### src/verilog/gpu_frontend_pkg.sv
/*
 * Shared types for the warp front end of the SIMT core.
 * Widths, RV32 opcode values and the structs passed between blocks.
 */
package gpu_frontend_pkg;

  localparam int NUM_WARPS = 4;
  localparam int IB_DEPTH  = 4;

  typedef logic [31:0] addr_t;       // Byte address
  typedef logic [31:0] inst_word_t;  // Raw instruction word
  typedef logic [1:0]  warp_id_t;
  typedef logic [4:0]  reg_idx_t;
  typedef logic [31:0] imm_t;        // Sign-extended immediate
  typedef logic [6:0]  opcode_t;

  // RV32 base opcodes, NOP sits in custom-0
  localparam opcode_t OPC_LUI    = 7'b0110111;
  localparam opcode_t OPC_AUIPC  = 7'b0010111;
  localparam opcode_t OPC_JAL    = 7'b1101111;
  localparam opcode_t OPC_JALR   = 7'b1100111;
  localparam opcode_t OPC_BRANCH = 7'b1100011;
  localparam opcode_t OPC_LOAD   = 7'b0000011;
  localparam opcode_t OPC_STORE  = 7'b0100011;
  localparam opcode_t OPC_ARITHI = 7'b0010011;
  localparam opcode_t OPC_ARITH  = 7'b0110011;
  localparam opcode_t OPC_NOP    = 7'b0001011;

  typedef enum logic [1:0] {
    IDLE,     // Not launched
    READY,    // May be picked by fetch
    BUSY,     // One instruction in flight
    STALLED   // Waiting for a resolved PC
  } warp_state_t;

  typedef enum logic {
    DEC_IDLE,
    DEC_OUT
  } dec_state_t;

  typedef struct packed {
    warp_id_t   warp;
    addr_t      pc;
    inst_word_t inst;
  } fetch_pkt_t;

  typedef struct packed {
    addr_t       pc;
    warp_id_t    warp;
    opcode_t     opcode;
    reg_idx_t    rd;
    reg_idx_t    rs1;
    reg_idx_t    rs2;
    logic [2:0]  funct3;
    imm_t        imm;
    logic        illegal;
  } decoded_inst_t;

  typedef struct packed {
    warp_id_t warp;
    addr_t    next_pc;
    logic     stall;
  } pc_update_t;

endpackage

### src/verilog/gpu_frontend.sv
/*
 * Warp front end top: PC table, fetch, decode and instruction buffer.
 */
module gpu_frontend import gpu_frontend_pkg::*; (
  input  logic          clk,
  input  logic          rst_n,
  input  logic          cfg_req,
  input  warp_id_t      cfg_warp,
  input  addr_t         cfg_pc,
  output logic          cfg_ack,
  output logic          imem_req,
  output addr_t         imem_addr,
  input  logic          imem_ack,
  input  inst_word_t    imem_rdata,
  input  logic          resolve_valid,
  input  warp_id_t      resolve_warp,
  input  addr_t         resolve_pc,
  output logic          ib_valid,
  output decoded_inst_t ib_inst,
  input  logic          ib_ready
);

  logic [NUM_WARPS-1:0]  warp_ready;
  addr_t [NUM_WARPS-1:0] warp_pc;
  logic                  sel_valid;
  warp_id_t              sel_warp;
  logic                  fd_valid;
  logic                  fd_ready;
  fetch_pkt_t            fd_pkt;
  logic                  db_valid;
  logic                  db_ready;
  decoded_inst_t         db_inst;
  logic                  upd_valid;
  pc_update_t            upd;

  warp_pc_table u_pc_table (
    .clk, .rst_n,
    .cfg_req, .cfg_warp, .cfg_pc, .cfg_ack,
    .sel_valid, .sel_warp,
    .upd_valid, .upd,
    .resolve_valid, .resolve_warp, .resolve_pc,
    .warp_ready, .warp_pc
  );

  warp_fetch u_fetch (
    .clk, .rst_n,
    .warp_ready, .warp_pc,
    .sel_valid, .sel_warp,
    .imem_req, .imem_addr, .imem_ack, .imem_rdata,
    .fd_valid, .fd_pkt, .fd_ready
  );

  inst_decode u_decode (
    .clk, .rst_n,
    .fd_valid, .fd_pkt, .fd_ready,
    .db_valid, .db_inst, .db_ready,
    .upd_valid, .upd
  );

  inst_buffer u_ibuf (
    .clk, .rst_n,
    .db_valid, .db_inst, .db_ready,
    .ib_valid, .ib_inst, .ib_ready
  );

endmodule

### src/verilog/inst_buffer.sv
/*
 * Instruction buffer: small circular FIFO of decoded instructions
 * between decode and the issue stage.
 */
module inst_buffer import gpu_frontend_pkg::*; (
  input  logic          clk,
  input  logic          rst_n,
  input  logic          db_valid,
  input  decoded_inst_t db_inst,
  output logic          db_ready,
  output logic          ib_valid,
  output decoded_inst_t ib_inst,
  input  logic          ib_ready
);

  decoded_inst_t                 mem [IB_DEPTH];
  logic [$clog2(IB_DEPTH)-1:0]   wr_ptr;
  logic [$clog2(IB_DEPTH)-1:0]   rd_ptr;
  logic [$clog2(IB_DEPTH+1)-1:0] count;
  logic                          push;
  logic                          pop;

  assign db_ready = (count != IB_DEPTH);
  assign ib_valid = (count != 0);
  assign ib_inst  = mem[rd_ptr];
  assign push     = db_valid && db_ready;
  assign pop      = ib_valid && ib_ready;

  always_ff @(posedge clk or negedge rst_n) begin
    if (!rst_n) begin
      wr_ptr <= '0;
      rd_ptr <= '0;
      count  <= '0;
    end else begin
      if (push) wr_ptr <= (wr_ptr == IB_DEPTH - 1) ? '0 : wr_ptr + 1'b1;
      if (pop)  rd_ptr <= (rd_ptr == IB_DEPTH - 1) ? '0 : rd_ptr + 1'b1;
      if (push && !pop) begin
        count <= count + 1'b1;
      end else if (pop && !push) begin
        count <= count - 1'b1;
      end
    end
  end

  always_ff @(posedge clk) begin
    if (push) mem[wr_ptr] <= db_inst;
  end

endmodule

### src/verilog/inst_decode.sv
/*
 * Instruction decode: splits an RV32-style word into its fields,
 * sign-extends the immediate and computes the warp's next PC.
 */
module inst_decode import gpu_frontend_pkg::*; (
  input  logic          clk,
  input  logic          rst_n,
  input  logic          fd_valid,
  input  fetch_pkt_t    fd_pkt,
  output logic          fd_ready,
  output logic          db_valid,
  output decoded_inst_t db_inst,
  input  logic          db_ready,
  output logic          upd_valid,
  output pc_update_t    upd
);

  dec_state_t    state;
  decoded_inst_t inst_q;
  pc_update_t    upd_q;

  function automatic decoded_inst_t decode(fetch_pkt_t pkt);
    decoded_inst_t d;
    inst_word_t    w;
    w        = pkt.inst;
    d        = '0;  // Unused fields stay zero
    d.pc     = pkt.pc;
    d.warp   = pkt.warp;
    d.opcode = w[6:0];
    case (w[6:0])
      OPC_LUI, OPC_AUIPC: begin  // U-type
        d.rd  = w[11:7];
        d.imm = {w[31:12], 12'b0};
      end
      OPC_JAL: begin  // J-type
        d.rd  = w[11:7];
        d.imm = {{12{w[31]}}, w[19:12], w[20], w[30:21], 1'b0};
      end
      OPC_JALR, OPC_LOAD, OPC_ARITHI: begin  // I-type
        d.rd     = w[11:7];
        d.rs1    = w[19:15];
        d.funct3 = w[14:12];
        d.imm    = {{20{w[31]}}, w[31:20]};
      end
      OPC_BRANCH: begin  // B-type
        d.rs1    = w[19:15];
        d.rs2    = w[24:20];
        d.funct3 = w[14:12];
        d.imm    = {{20{w[31]}}, w[7], w[30:25], w[11:8], 1'b0};
      end
      OPC_STORE: begin  // S-type
        d.rs1    = w[19:15];
        d.rs2    = w[24:20];
        d.funct3 = w[14:12];
        d.imm    = {{20{w[31]}}, w[31:25], w[11:7]};
      end
      OPC_ARITH: begin  // R-type
        d.rd     = w[11:7];
        d.rs1    = w[19:15];
        d.rs2    = w[24:20];
        d.funct3 = w[14:12];
      end
      OPC_NOP: begin
      end
      default: d.illegal = 1'b1;
    endcase
    return d;
  endfunction

  // Where the warp continues after this instruction
  function automatic pc_update_t next_pc(decoded_inst_t d);
    pc_update_t u;
    u.warp    = d.warp;
    u.next_pc = d.pc + 32'd4;
    u.stall   = 1'b0;
    if (d.illegal || d.opcode == OPC_BRANCH || d.opcode == OPC_JALR) begin
      u.stall   = 1'b1;    // Target comes from execute
      u.next_pc = d.pc;
    end else if (d.opcode == OPC_JAL) begin
      u.next_pc = d.pc + d.imm;
    end
    return u;
  endfunction

  assign fd_ready  = (state == DEC_IDLE);
  assign db_valid  = (state == DEC_OUT);
  assign db_inst   = inst_q;
  assign upd_valid = (state == DEC_OUT) && db_ready;  // Only once the buffer takes it
  assign upd       = upd_q;

  always_ff @(posedge clk or negedge rst_n) begin
    if (!rst_n) begin
      state <= DEC_IDLE;
    end else begin
      case (state)
        DEC_IDLE: if (fd_valid) state <= DEC_OUT;
        DEC_OUT:  if (db_ready) state <= DEC_IDLE;
        default:  state <= DEC_IDLE;
      endcase
    end
  end

  always_ff @(posedge clk) begin
    if (state == DEC_IDLE && fd_valid) begin
      inst_q <= decode(fd_pkt);
      upd_q  <= next_pc(decode(fd_pkt));
    end
  end

endmodule

### src/verilog/warp_fetch.sv
/*
 * Warp fetch: round-robin pick among ready warps and a four-phase
 * instruction memory read into a single packet register for decode.
 */
module warp_fetch import gpu_frontend_pkg::*; (
  input  logic                  clk,
  input  logic                  rst_n,
  input  logic [NUM_WARPS-1:0]  warp_ready,
  input  addr_t [NUM_WARPS-1:0] warp_pc,
  output logic                  sel_valid,
  output warp_id_t              sel_warp,
  output logic                  imem_req,
  output addr_t                 imem_addr,
  input  logic                  imem_ack,
  input  inst_word_t            imem_rdata,
  output logic                  fd_valid,
  output fetch_pkt_t            fd_pkt,
  input  logic                  fd_ready
);

  typedef enum logic {
    F_IDLE,
    F_REQ
  } fetch_state_t;

  fetch_state_t state;
  warp_id_t     last_grant;
  warp_id_t     pick;
  logic         pick_found;
  warp_id_t     req_warp;   // Warp of the outstanding read
  addr_t        req_addr;

  // Search starts just after the last granted warp
  always_comb begin
    warp_id_t idx;
    pick_found = 1'b0;
    pick       = last_grant;
    for (int i = 1; i <= NUM_WARPS; i++) begin
      idx = warp_id_t'(last_grant + i);
      if (!pick_found && warp_ready[idx]) begin
        pick_found = 1'b1;
        pick       = idx;
      end
    end
  end

  // New read only with ack low and room for its packet
  assign sel_valid = (state == F_IDLE) && !imem_ack && (!fd_valid || fd_ready) && pick_found;
  assign sel_warp  = pick;

  assign imem_req  = (state == F_REQ);
  assign imem_addr = req_addr;

  always_ff @(posedge clk or negedge rst_n) begin
    if (!rst_n) begin
      state      <= F_IDLE;
      last_grant <= warp_id_t'(NUM_WARPS - 1);  // Warp 0 wins first
      fd_valid   <= 1'b0;
    end else begin
      if (fd_valid && fd_ready) fd_valid <= 1'b0;
      case (state)
        F_IDLE: begin
          if (sel_valid) begin
            last_grant <= pick;
            state      <= F_REQ;
          end
        end
        F_REQ: begin
          if (imem_ack) begin
            fd_valid <= 1'b1;
            state    <= F_IDLE;  // Drops req, memory then drops ack
          end
        end
        default: state <= F_IDLE;
      endcase
    end
  end

  always_ff @(posedge clk) begin
    if (sel_valid) begin
      req_warp <= pick;
      req_addr <= warp_pc[pick];
    end
    if (state == F_REQ && imem_ack) begin
      fd_pkt.warp <= req_warp;
      fd_pkt.pc   <= req_addr;
      fd_pkt.inst <= imem_rdata;
    end
  end

endmodule

### src/verilog/warp_pc_table.sv
/*
 * Warp PC table: program counter and run state for every warp.
 * Applies host launches, fetch selections, decode updates and branch resolves.
 */
module warp_pc_table import gpu_frontend_pkg::*; (
  input  logic                        clk,
  input  logic                        rst_n,
  input  logic                        cfg_req,
  input  warp_id_t                    cfg_warp,
  input  addr_t                       cfg_pc,
  output logic                        cfg_ack,
  input  logic                        sel_valid,
  input  warp_id_t                    sel_warp,
  input  logic                        upd_valid,
  input  pc_update_t                  upd,
  input  logic                        resolve_valid,
  input  warp_id_t                    resolve_warp,
  input  addr_t                       resolve_pc,
  output logic [NUM_WARPS-1:0]        warp_ready,
  output addr_t [NUM_WARPS-1:0]       warp_pc
);

  warp_state_t state [NUM_WARPS];
  logic        launch;

  assign launch = cfg_req && !cfg_ack;  // First cycle the request is seen

  // Four-phase ack toward the host
  always_ff @(posedge clk or negedge rst_n) begin
    if (!rst_n) begin
      cfg_ack <= 1'b0;
    end else if (launch) begin
      cfg_ack <= 1'b1;
    end else if (!cfg_req) begin
      cfg_ack <= 1'b0;
    end
  end

  // Run state, one event per warp per cycle
  always_ff @(posedge clk or negedge rst_n) begin
    if (!rst_n) begin
      for (int w = 0; w < NUM_WARPS; w++) state[w] <= IDLE;
    end else begin
      for (int w = 0; w < NUM_WARPS; w++) begin
        if (launch && cfg_warp == w) begin
          state[w] <= READY;
        end else if (upd_valid && upd.warp == w) begin
          state[w] <= upd.stall ? STALLED : READY;
        end else if (resolve_valid && resolve_warp == w && state[w] == STALLED) begin
          state[w] <= READY;
        end else if (sel_valid && sel_warp == w) begin
          state[w] <= BUSY;  // Blocks a second fetch of this warp
        end
      end
    end
  end

  // PC values follow the same priority as the state
  always_ff @(posedge clk) begin
    for (int w = 0; w < NUM_WARPS; w++) begin
      if (launch && cfg_warp == w) begin
        warp_pc[w] <= cfg_pc;
      end else if (upd_valid && upd.warp == w) begin
        if (!upd.stall) warp_pc[w] <= upd.next_pc;
      end else if (resolve_valid && resolve_warp == w && state[w] == STALLED) begin
        warp_pc[w] <= resolve_pc;
      end
    end
  end

  always_comb begin
    for (int w = 0; w < NUM_WARPS; w++) warp_ready[w] = (state[w] == READY);
  end

endmodule
### config.mk
export PLATFORM = sky130hd
export DESIGN_NAME = gpu_frontend
export DESIGN_NICKNAME = d
export VERILOG_FILES = /design/src/verilog/gpu_frontend_pkg.sv /design/src/verilog/gpu_frontend.sv /design/src/verilog/inst_buffer.sv /design/src/verilog/inst_decode.sv /design/src/verilog/warp_fetch.sv /design/src/verilog/warp_pc_table.sv
export SDC_FILE = /design/constraint.sdc
export NUM_CORES = 1
export LEC_CHECK = 0
export BUFFER_PORTS_ARGS = -buffer_cell sky130_fd_sc_hd__buf_4
export CAP_MARGIN = 20
export CORE_MARGIN = 2
export CORE_UTILIZATION = 50
export CTS_CLUSTER_DIAMETER = 50
export DETAILED_ROUTE_END_ITERATION = 8
export GPL_TIMING_DRIVEN = 0
export PLACE_DENSITY = 0.68
export SLEW_MARGIN = 10
export SYNTH_ARGS = -nofsm -noshare
export SYNTH_HDL_FRONTEND = slang
export SYNTH_HIERARCHICAL = 1
export SYNTH_SLANG_ARGS = --single-unit
### constraint.sdc
create_clock -name clk -period 6.8 [get_ports clk]
set_clock_uncertainty 0.15 [all_clocks]
set_input_delay 1.36 -clock clk [delete_from_list [all_inputs] [get_ports clk]]
set_output_delay 1.36 -clock clk [all_outputs]
set_load 0.02 [all_outputs]
==> results of run 1 <==
[synth_stat cells (4+ instances only)]
library cell               count  area (um^2)
sky130_fd_sc_hd__a32oi_1      32          280
sky130_fd_sc_hd__a211oi_1      5         37.5
sky130_fd_sc_hd__a31oi_1       6         37.5
sky130_fd_sc_hd__nand2b_1      7         43.8
sky130_fd_sc_hd__o32ai_1       4         35.0
sky130_fd_sc_hd__nor4_1        5         31.3
sky130_fd_sc_hd__a21oi_1     128          641
sky130_fd_sc_hd__a21o_1       38          285
sky130_fd_sc_hd__and3_1       11         68.8
sky130_fd_sc_hd__dfrtp_1      19          475
sky130_fd_sc_hd__xor2_1        9         78.8
sky130_fd_sc_hd__clkbuf_1     31          116
sky130_fd_sc_hd__mux4_2       92         2070
sky130_fd_sc_hd__buf_4        24          180
sky130_fd_sc_hd__o21bai_1      7         52.6
sky130_fd_sc_hd__xnor2_1      20          175
sky130_fd_sc_hd__buf_6        21          236
sky130_fd_sc_hd__and2_1       39          244
sky130_fd_sc_hd__o21a_1        8         60.1
sky130_fd_sc_hd__a211o_1       5         43.8
sky130_fd_sc_hd__mux2i_1     131         1310
sky130_fd_sc_hd__nand3_1      30          150
sky130_fd_sc_hd__buf_12        6          120
sky130_fd_sc_hd__or2_2         6         37.5
sky130_fd_sc_hd__nor3_1       11         55.1
sky130_fd_sc_hd__o21ai_0     117          586
sky130_fd_sc_hd__or3_1         7         43.8
sky130_fd_sc_hd__edfxtp_1    721        21700
sky130_fd_sc_hd__nand2_1     250          938
sky130_fd_sc_hd__buf_2        25          125
sky130_fd_sc_hd__o22ai_1       7         43.8
sky130_fd_sc_hd__inv_1        30          113
sky130_fd_sc_hd__o21ai_1      33          165
sky130_fd_sc_hd__mux2_2        5         56.3
sky130_fd_sc_hd__nand4b_1      4         35.0
sky130_fd_sc_hd__o31ai_1       4         30.0
sky130_fd_sc_hd__nor2_1       88          330
sky130_fd_sc_hd__nor2b_1       7         43.8
sky130_fd_sc_hd__nand4_1      10         62.6
sky130_fd_sc_hd__ha_1         38          475
sky130_fd_sc_hd__a22o_1        5         43.8
[power breakdown]
part           switching, W  leakage [nW]  internal, W
logic               0.00357          5.84      0.00231
registers          0.000659          6.87      0.00643
clock network       0.00179          1.27      0.00242
total               0.00601          14.0       0.0112
[cell families (layout without fill, tap and decap cells)]
logic type / after synthesis / after routing
buffers and inverters: 143 / 537
adder cells (fa/ha/maj): 40 / 40
flip-flops: 742 / 742
multiplexers: 228 / 228
AO/OA/AOI/OAI: 429 / 429
AND/OR/NAND/NOR: 494 / 494
XOR/XNOR: 29 / 29
[worst max path at each step]
stage                      startpoint                 to  depth (start not counted)  slack (ps)
floorplan           u_decode/db_valid  u_decode/db_valid                          2          60
detailed placement  u_fetch/fd_pkt[3]   u_decode/upd[30]                         15        1470
global placement    u_decode/db_valid  u_decode/db_valid                          2       -3570
global route        u_fetch/fd_pkt[0]   u_decode/upd[30]                         16        1050
finish              u_fetch/fd_pkt[3]   u_decode/upd[30]                         15        1430
CTS                 u_fetch/fd_pkt[3]   u_decode/upd[30]                         15        1460
[critical path, delay by kind of cell (launching register included)]
kind                     cells  cell delay (ps)
flip-flops                   1              520
AO/OA/AOI/OAI                8             1890
adder cells (fa/ha/maj)      1              390
multiplexers                 1              210
AND/OR/NAND/NOR              5             1920
[layout by cell type (no fill, tap or decap), drive strengths merged, types with 8 or more instances in the layout]
cell type  instances
clkinv            27
xor2               9
nor2              88
nand2            251
and2              40
dfrtp             19
xnor2             20
mux4              92
and3              12
o21ai            151
ha                38
nor3              11
nand3             30
nand4             10
inv               49
clkbuf           127
buf              327
edfxtp           721
o21a               8
mux2i            131
a21o              38
a21oi            129
a32oi             32
[through the flow]
step                      TNS [ps]  std cells   util  worst slack [ps]
after CTS                        0       3354  0.593              1460
after detailed placement         0       3208  0.553              1470
after global placement     -453560       3192  0.546             -3570
after global routing             0       3354  0.593              1050
after floorplan                  0       2105      -              63.1
final                            0       3354  0.593              1430
[metal layers]
metal  track usage  up-vias  share of wire
li1              -     8841              -
met1         0.344     9996           0.39
met2         0.434     1091           0.50
met3        0.0421      175          0.085
met4        0.0806        0          0.026
met5             0        -              0
[state kept, by name (all words and copies together) (netlist names), 2 cells and up]
| register | count |
|---|---|
| u_pc_table/warp_pc | 128 |
| u_ibuf/wr_ptr | 2 |
| u_ibuf/count | 3 |
| u_fetch/req_warp | 2 |
| u_decode/upd | 35 |
| u_pc_table/state | 8 |
| u_ibuf/mem | 368 |
| u_fetch/imem_addr | 32 |
| u_decode/db_inst | 90 |
| u_fetch/fd_pkt | 66 |
| u_fetch/last_grant | 2 |
| u_ibuf/rd_ptr | 2 |
[area by class of cell]
type                            count  area [um^2]  area share
Multi-Input combinational cell   1220         9130       0.240
Timing Repair Buffer              248         2120      0.0559
Clock inverter                     51          448      0.0118
Tap cell                          855         1070      0.0282
Buffer                            111          806      0.0212
Sequential cell                   742        22200       0.584
Clock buffer                       95         2120      0.0558
Inverter                           32          120     0.00316
==> metrics.yaml, run 1 <==
floorplan.die.height_um: 258
floorplan_die_area_um2: 66400
synth.net_count: 2251
grt_pass1_vias: 20000
p_per_area_nw_per_um2: 452
hp-start: "u_fetch/fd_pkt[65]"
finalNetCount: 2582
required_ps: 6990
post_cts_buffers: 0
max_freq_mhz: 186
grt_max_degree: 50
fp-row-count: 93
min_delay_path_depth: 0
drt-vias-per-instance: 5.99
drive_above_1_share: 0.232
synth_seq_cells: 742
layout-area-overhead-vs-synth_pct: 18.0
groute.usage.overall: 0.257
final_hold_viol_count: 0
finalWeightedCongestion: 0.938
post_synthesis_compound_gate_area_fraction: 0.0814
synth-simple-area-share: 0.0704
async_flop_share: 0.0283
synthXorXnorAreaFrac: 0.00789
hold_path.class: "reg2reg"
cts.htree.levels: 3
dpl-instance-area_um2: 35400
period_needed_ps: 5370
numPortBuffers: 232
critical_path.max_stage_delay_ps: 860
synth_adder_area_share: 0.0160
clk_lat_worst_skew_ps: 630
grt_pass1_wl_um: 126000
reg2reg_slack_ps: 1430
path_class: "reg2reg"
cts.repair.resized: 0
filler_cell_count: 4847
crit-reg2reg-launch: "u_fetch/fd_pkt[3]"
synth-edff-count: 721
whs_endpoint: "u_decode/upd[34]"
ioPinCount: 233
run_status: "complete, no violations"
initial_core_util: 0.502
ff2ff_path_depth: 15
clkTransAtPathRegs_ps: 60
tightestPinTransition_ps: 1060
postRouteAntennaNets: 0
fin_hold_ws_ps: 272
crit_chain: "or2_2 > nor4b_1 > nor2b_1 > o21ai_0 > o21ai_0 > ha_1 > o21ai_0 > nor2_1 > or3_1 > a21oi_1 > a311oi_1 > o41a_1 > a221oi_2 > mux2i_1 > o21ai_1"
worst_path_max_fanout: 8
postSynth.topFlopCell: "sky130_fd_sc_hd__edfxtp_1"
critical_path.slowest_cell: "sky130_fd_sc_hd__nor4b_1"
critical_path_arrival_ps: 5570
yosysWarningCount: 6
maxCapViolations: 0
netlist_area_um2: 32200
post-layout-total-power_w: 0.0172
power.leakage_nw: 14.0
maxSlewViolCount: 0
chipWidth_um: 258
post-dp-hpwl_um: 58900
synth.distinct_cells: 82
fp.coreArea_um2: 64100
irDropWorstVdd_v: 0.000264
cts_inserted_buffers: 81
detail_route.wl_per_cell_um: 25.6
final_design_area_no_fill_um2: 38000
postSynthCellCount: 2105
cts_tree: "built"
ctsLongestPathBuffers: 3
cpMostUsedCell: "sky130_fd_sc_hd__o21ai_0"
grt_antenna_before_repair: 0
worst_setup_path_start_kind: "flip-flop"
cts-root-buf: "sky130_fd_sc_hd__clkbuf_16"
worstSetupEndpointType: "flip-flop"
dr_total_vias: 20100
cts.sinks: 742
drt_first_pass_iters: 6
min_period_over_period: 0.790
synth_mux_area_frac: 0.107
drcViolationCount: 0
drt_iter0_markers: 2312
antenna-diode-count: 0
cts_hold_buf: 0
grt_overflow_total: 0
dominant_combinational_cell_family_by_area_after_synthesis: "multiplexers"
detail_route.wirelength_um: 85900
rsz0062_at_grt: "no"
yosysSeqAreaShare: 0.689
slew_headroom: 0.284
report.final.setup_viol: 0
rr_endpoint: "u_decode/upd[30]"
post_synth.cell_area_avg_um2: 15.3
Note: power is estimated with default switching activity, not from simulation.
==> inputs of run 2 (changes only) <==
--- a/config.mk
+++ b/config.mk
@@ -5,6 +5,7 @@
 export SDC_FILE = /design/constraint.sdc
 export NUM_CORES = 1
 export LEC_CHECK = 0
+export ABC_AREA = 1
 export BUFFER_PORTS_ARGS = -buffer_cell sky130_fd_sc_hd__buf_4
 export CAP_MARGIN = 20
 export CORE_MARGIN = 2
@@ -12,7 +13,7 @@
 export CTS_CLUSTER_DIAMETER = 50
 export DETAILED_ROUTE_END_ITERATION = 8
 export GPL_TIMING_DRIVEN = 0
-export PLACE_DENSITY = 0.68
+export PLACE_DENSITY = 0.67
 export SLEW_MARGIN = 10
 export SYNTH_ARGS = -nofsm -noshare
 export SYNTH_HDL_FRONTEND = slang
==> constraint.sdc (replaced) <==
create_clock -name clk -period 4.55 [get_ports clk]
set_clock_uncertainty 0.15 [all_clocks]
set_input_delay 0.91 -clock clk [delete_from_list [all_inputs] [get_ports clk]]
set_output_delay 0.91 -clock clk [all_outputs]
set_load 0.02 [all_outputs]
==> run 2 against run 1 <==
Via count grew 35%; flip-flop and latch count is the same; fmax grew 30%; utilization grew 0.41 points; register-to-register slack lost 1000 ps; final area grew 12%; global-route usage grew 3.2 points; total power grew 72%; synthesized cell count grew 68%; combinational power grew 97%; critical endpoint is now u_decode/upd[23].
==> metrics.yaml, run 2 <==
groute.usage.overall: 0.289
synth_largest_area_cell: "sky130_fd_sc_hd__edfxtp_1"
critical_path_arrival_ps: 4400
dpl-instance-area_um2: 39300
hold_path.class: "reg2reg"
layout-area-overhead-vs-synth_pct: 18.5
detail_route.wl_per_cell_um: 22.0
routedLengthMet1_um: 42300
initial_core_util: 0.504
report.final.setup_viol: 0
rsz0062_at_grt: "no"
largest_register_ff_count: 368
power.leakage_nw: 18.0
met3RoutedLength_um: 9250
finalWeightedCongestion: 0.948
drive_above_1_share: 0.163
ctsLongestPathBuffers: 3
grt_pass1_vias: 26000
clk_lat_worst_skew_ps: 660
fp.coreArea_um2: 71200
postSynthCellCount: 3528
chipWidth_um: 272
fp-row-count: 98
worst_setup_path_start_kind: "flip-flop"
yosysWarningCount: 6
grt_antenna_before_repair: 2
yosys.cell_count.top_type: "sky130_fd_sc_hd__nand2_1"
cts_inserted_buffers: 88
drt_iter0_markers: 3240
synthDominantCellAreaShare: 0.603
postRouteAntennaNets: 0
yosys-top-cells-area: "sky130_fd_sc_hd__edfxtp_1 (60%), sky130_fd_sc_hd__nand2_1 (9.8%), sky130_fd_sc_hd__inv_1 (5.6%), sky130_fd_sc_hd__o211ai_1 (3.8%), sky130_fd_sc_hd__nand3_1 (3.1%)"
most-common-layout-cells: "sky130_fd_sc_hd__nand2_1 (933), sky130_fd_sc_hd__edfxtp_1 (721), sky130_fd_sc_hd__inv_1 (534)"
grt_overflow_total: 0
max_freq_mhz: 241
post_cts_buffers: 0
grt_max_degree: 81
irDropWorstVdd_v: 0.000470
layout.cells.most_common: "sky130_fd_sc_hd__nand2_1"
synth-edff-count: 721
run_status: "complete, no violations"
detail_route.wirelength_um: 108000
p_per_area_nw_per_um2: 697
maxSlewViolCount: 0
max_flop_register: "u_ibuf/mem"
drcViolationCount: 0
finalNetCount: 4019
top_layer: "met5"
drt-vias-per-instance: 5.52
floorplan_die_area_um2: 73900
synth.net_count: 3674
worstSetupEndpointType: "flip-flop"
ioPinCount: 233
postSynth.topFlopCell: "sky130_fd_sc_hd__edfxtp_1"
cts_tree: "built"
clkTransAtPathRegs_ps: 60
tightestPinTransition_ps: 844
required_ps: 4800
synth.distinct_cells: 50
met2RoutedLength_um: 52000
min_period_over_period: 0.911
dr_total_vias: 27000
synth_seq_cells: 742
yosys-top-cells-count: "sky130_fd_sc_hd__nand2_1 (933), sky130_fd_sc_hd__edfxtp_1 (721), sky130_fd_sc_hd__inv_1 (537)"
final_design_area_no_fill_um2: 42500
worst_path_max_fanout: 9
netlist_area_um2: 35900
post-dp-hpwl_um: 76600
antenna-diode-count: 0
async_flop_share: 0.0283
slew_headroom: 0.437
period_needed_ps: 4140
post_synth.cell_area_avg_um2: 10.2
maxCapViolations: 0
yosysSeqAreaShare: 0.618
path_class: "reg2reg"
cts.htree.levels: 3
cts.sinks: 742
drt_first_pass_iters: 7
tns_ps: 0
final_hold_viol_count: 0
floorplan.die.height_um: 272
cts-root-buf: "sky130_fd_sc_hd__clkbuf_16"
grt_pass1_wl_um: 159000
numPortBuffers: 232
run 2: changes by cell type after synthesis, sizes merged, moves of 64 or more:
cell    previous run  this run
nand2            251       950
inv               32       548
o211ai             3       218
nand3             30       232
mux2i            131         0
nor2              88       189
mux4              92         0
a21oi            129        50
o21ai            151       217
buf               79       143
run 2: what timing repair did:
action	4_1_cts	5_1_grt
resized for setup	0	2
hold buffers	1	0
endpoints found under the hold margin	19	0
endpoints found under the setup margin	0	18
run 2: routing by layer:
layer  up-vias  global-route usage
met4         2               0.121
met2      1335               0.483
met5         -                   0
li1      12700                   -
met1     12800               0.378
met3       258              0.0460
run 2: kinds of logic (layout without fill, tap and decap cells):
kind of cell               count (synthesis)  after routing  share of synthesized area
and+or+nand+nor                         1470           1470                      0.173
adders and majority gates                 40             40                     0.0144
AOI/OAI and AO/OA                        542            542                     0.0985
DFF                                      742            742                      0.618
xor gates and xnor gates                  21             21                    0.00513
buffers and inverters                    713           1134                     0.0913
run 2: per-stage QoR:
stage           util  setup WS (ps)  hold WS [ps]  total power [W]  instances
6_report       0.597            406           268           0.0296       4899
5_1_grt        0.597           32.9           252           0.0310       4899
4_1_cts        0.596           97.6           239           0.0296       4898
3_5_place_dp   0.552            257           255           0.0222       4731
3_3_place_gp   0.545          -4100           250           0.0221       4710
2_1_floorplan      -           -737           250           0.0173       3528
run 2: worst paths after layout:
| path | slack [ps] | cells past startpoint | end | from |
|---|---|---|---|---|
| max in group asynchronous | 3430 | 2 | u_fetch/last_grant[0] | rst_n |
| min in group asynchronous | 540 | 2 | u_fetch/imem_req | rst_n |
| hold reg to reg | 270 | 0 | u_fetch/fd_pkt[65] | u_fetch/req_warp[1] |
| setup / recovery | 410 | 20 | u_decode/upd[23] | u_fetch/fd_pkt[5] |
| hold / removal | 270 | 0 | u_fetch/fd_pkt[65] | u_fetch/req_warp[1] |
| setup reg to reg | 410 | 20 | u_decode/upd[23] | u_fetch/fd_pkt[5] |
run 2: cell type report:
type	count	area, um^2
fillers	5928	28700
flip-flops and latches	742	22200
multi-input cells	2073	10500
repair buffers	255	2240
clock buffers	99	2240
inverters	550	2070
plain buffers	163	1210
well taps	950	1190
clock inverters	67	893
run 2: critical path, cell delays in order (launching register included):
cell	delay, ps
sky130_fd_sc_hd__edfxtp_1	500
sky130_fd_sc_hd__inv_2	100
sky130_fd_sc_hd__nor3_4	310
sky130_fd_sc_hd__nand2_4	140
sky130_fd_sc_hd__clkinv_1	220
sky130_fd_sc_hd__nor2_1	130
sky130_fd_sc_hd__o22ai_1	410
sky130_fd_sc_hd__inv_1	120
sky130_fd_sc_hd__fa_1	450
sky130_fd_sc_hd__inv_1	140
sky130_fd_sc_hd__nand3_1	80
sky130_fd_sc_hd__nand3_1	230
sky130_fd_sc_hd__nand2_1	80
sky130_fd_sc_hd__nand2_1	100
sky130_fd_sc_hd__nand2_1	70
sky130_fd_sc_hd__nand2_1	160
sky130_fd_sc_hd__nand3_1	120
sky130_fd_sc_hd__nand3_1	90
sky130_fd_sc_hd__nand3_1	100
sky130_fd_sc_hd__nand2_1	100
sky130_fd_sc_hd__nand2_1	80
run 2: power breakdown:
part | leakage [nW] | switching, W | internal (W)
sequential | 6.86 | 0.00104 | 0.00959
clock | 1.49 | 0.00308 | 0.00432
combinational | 9.65 | 0.00777 | 0.00381
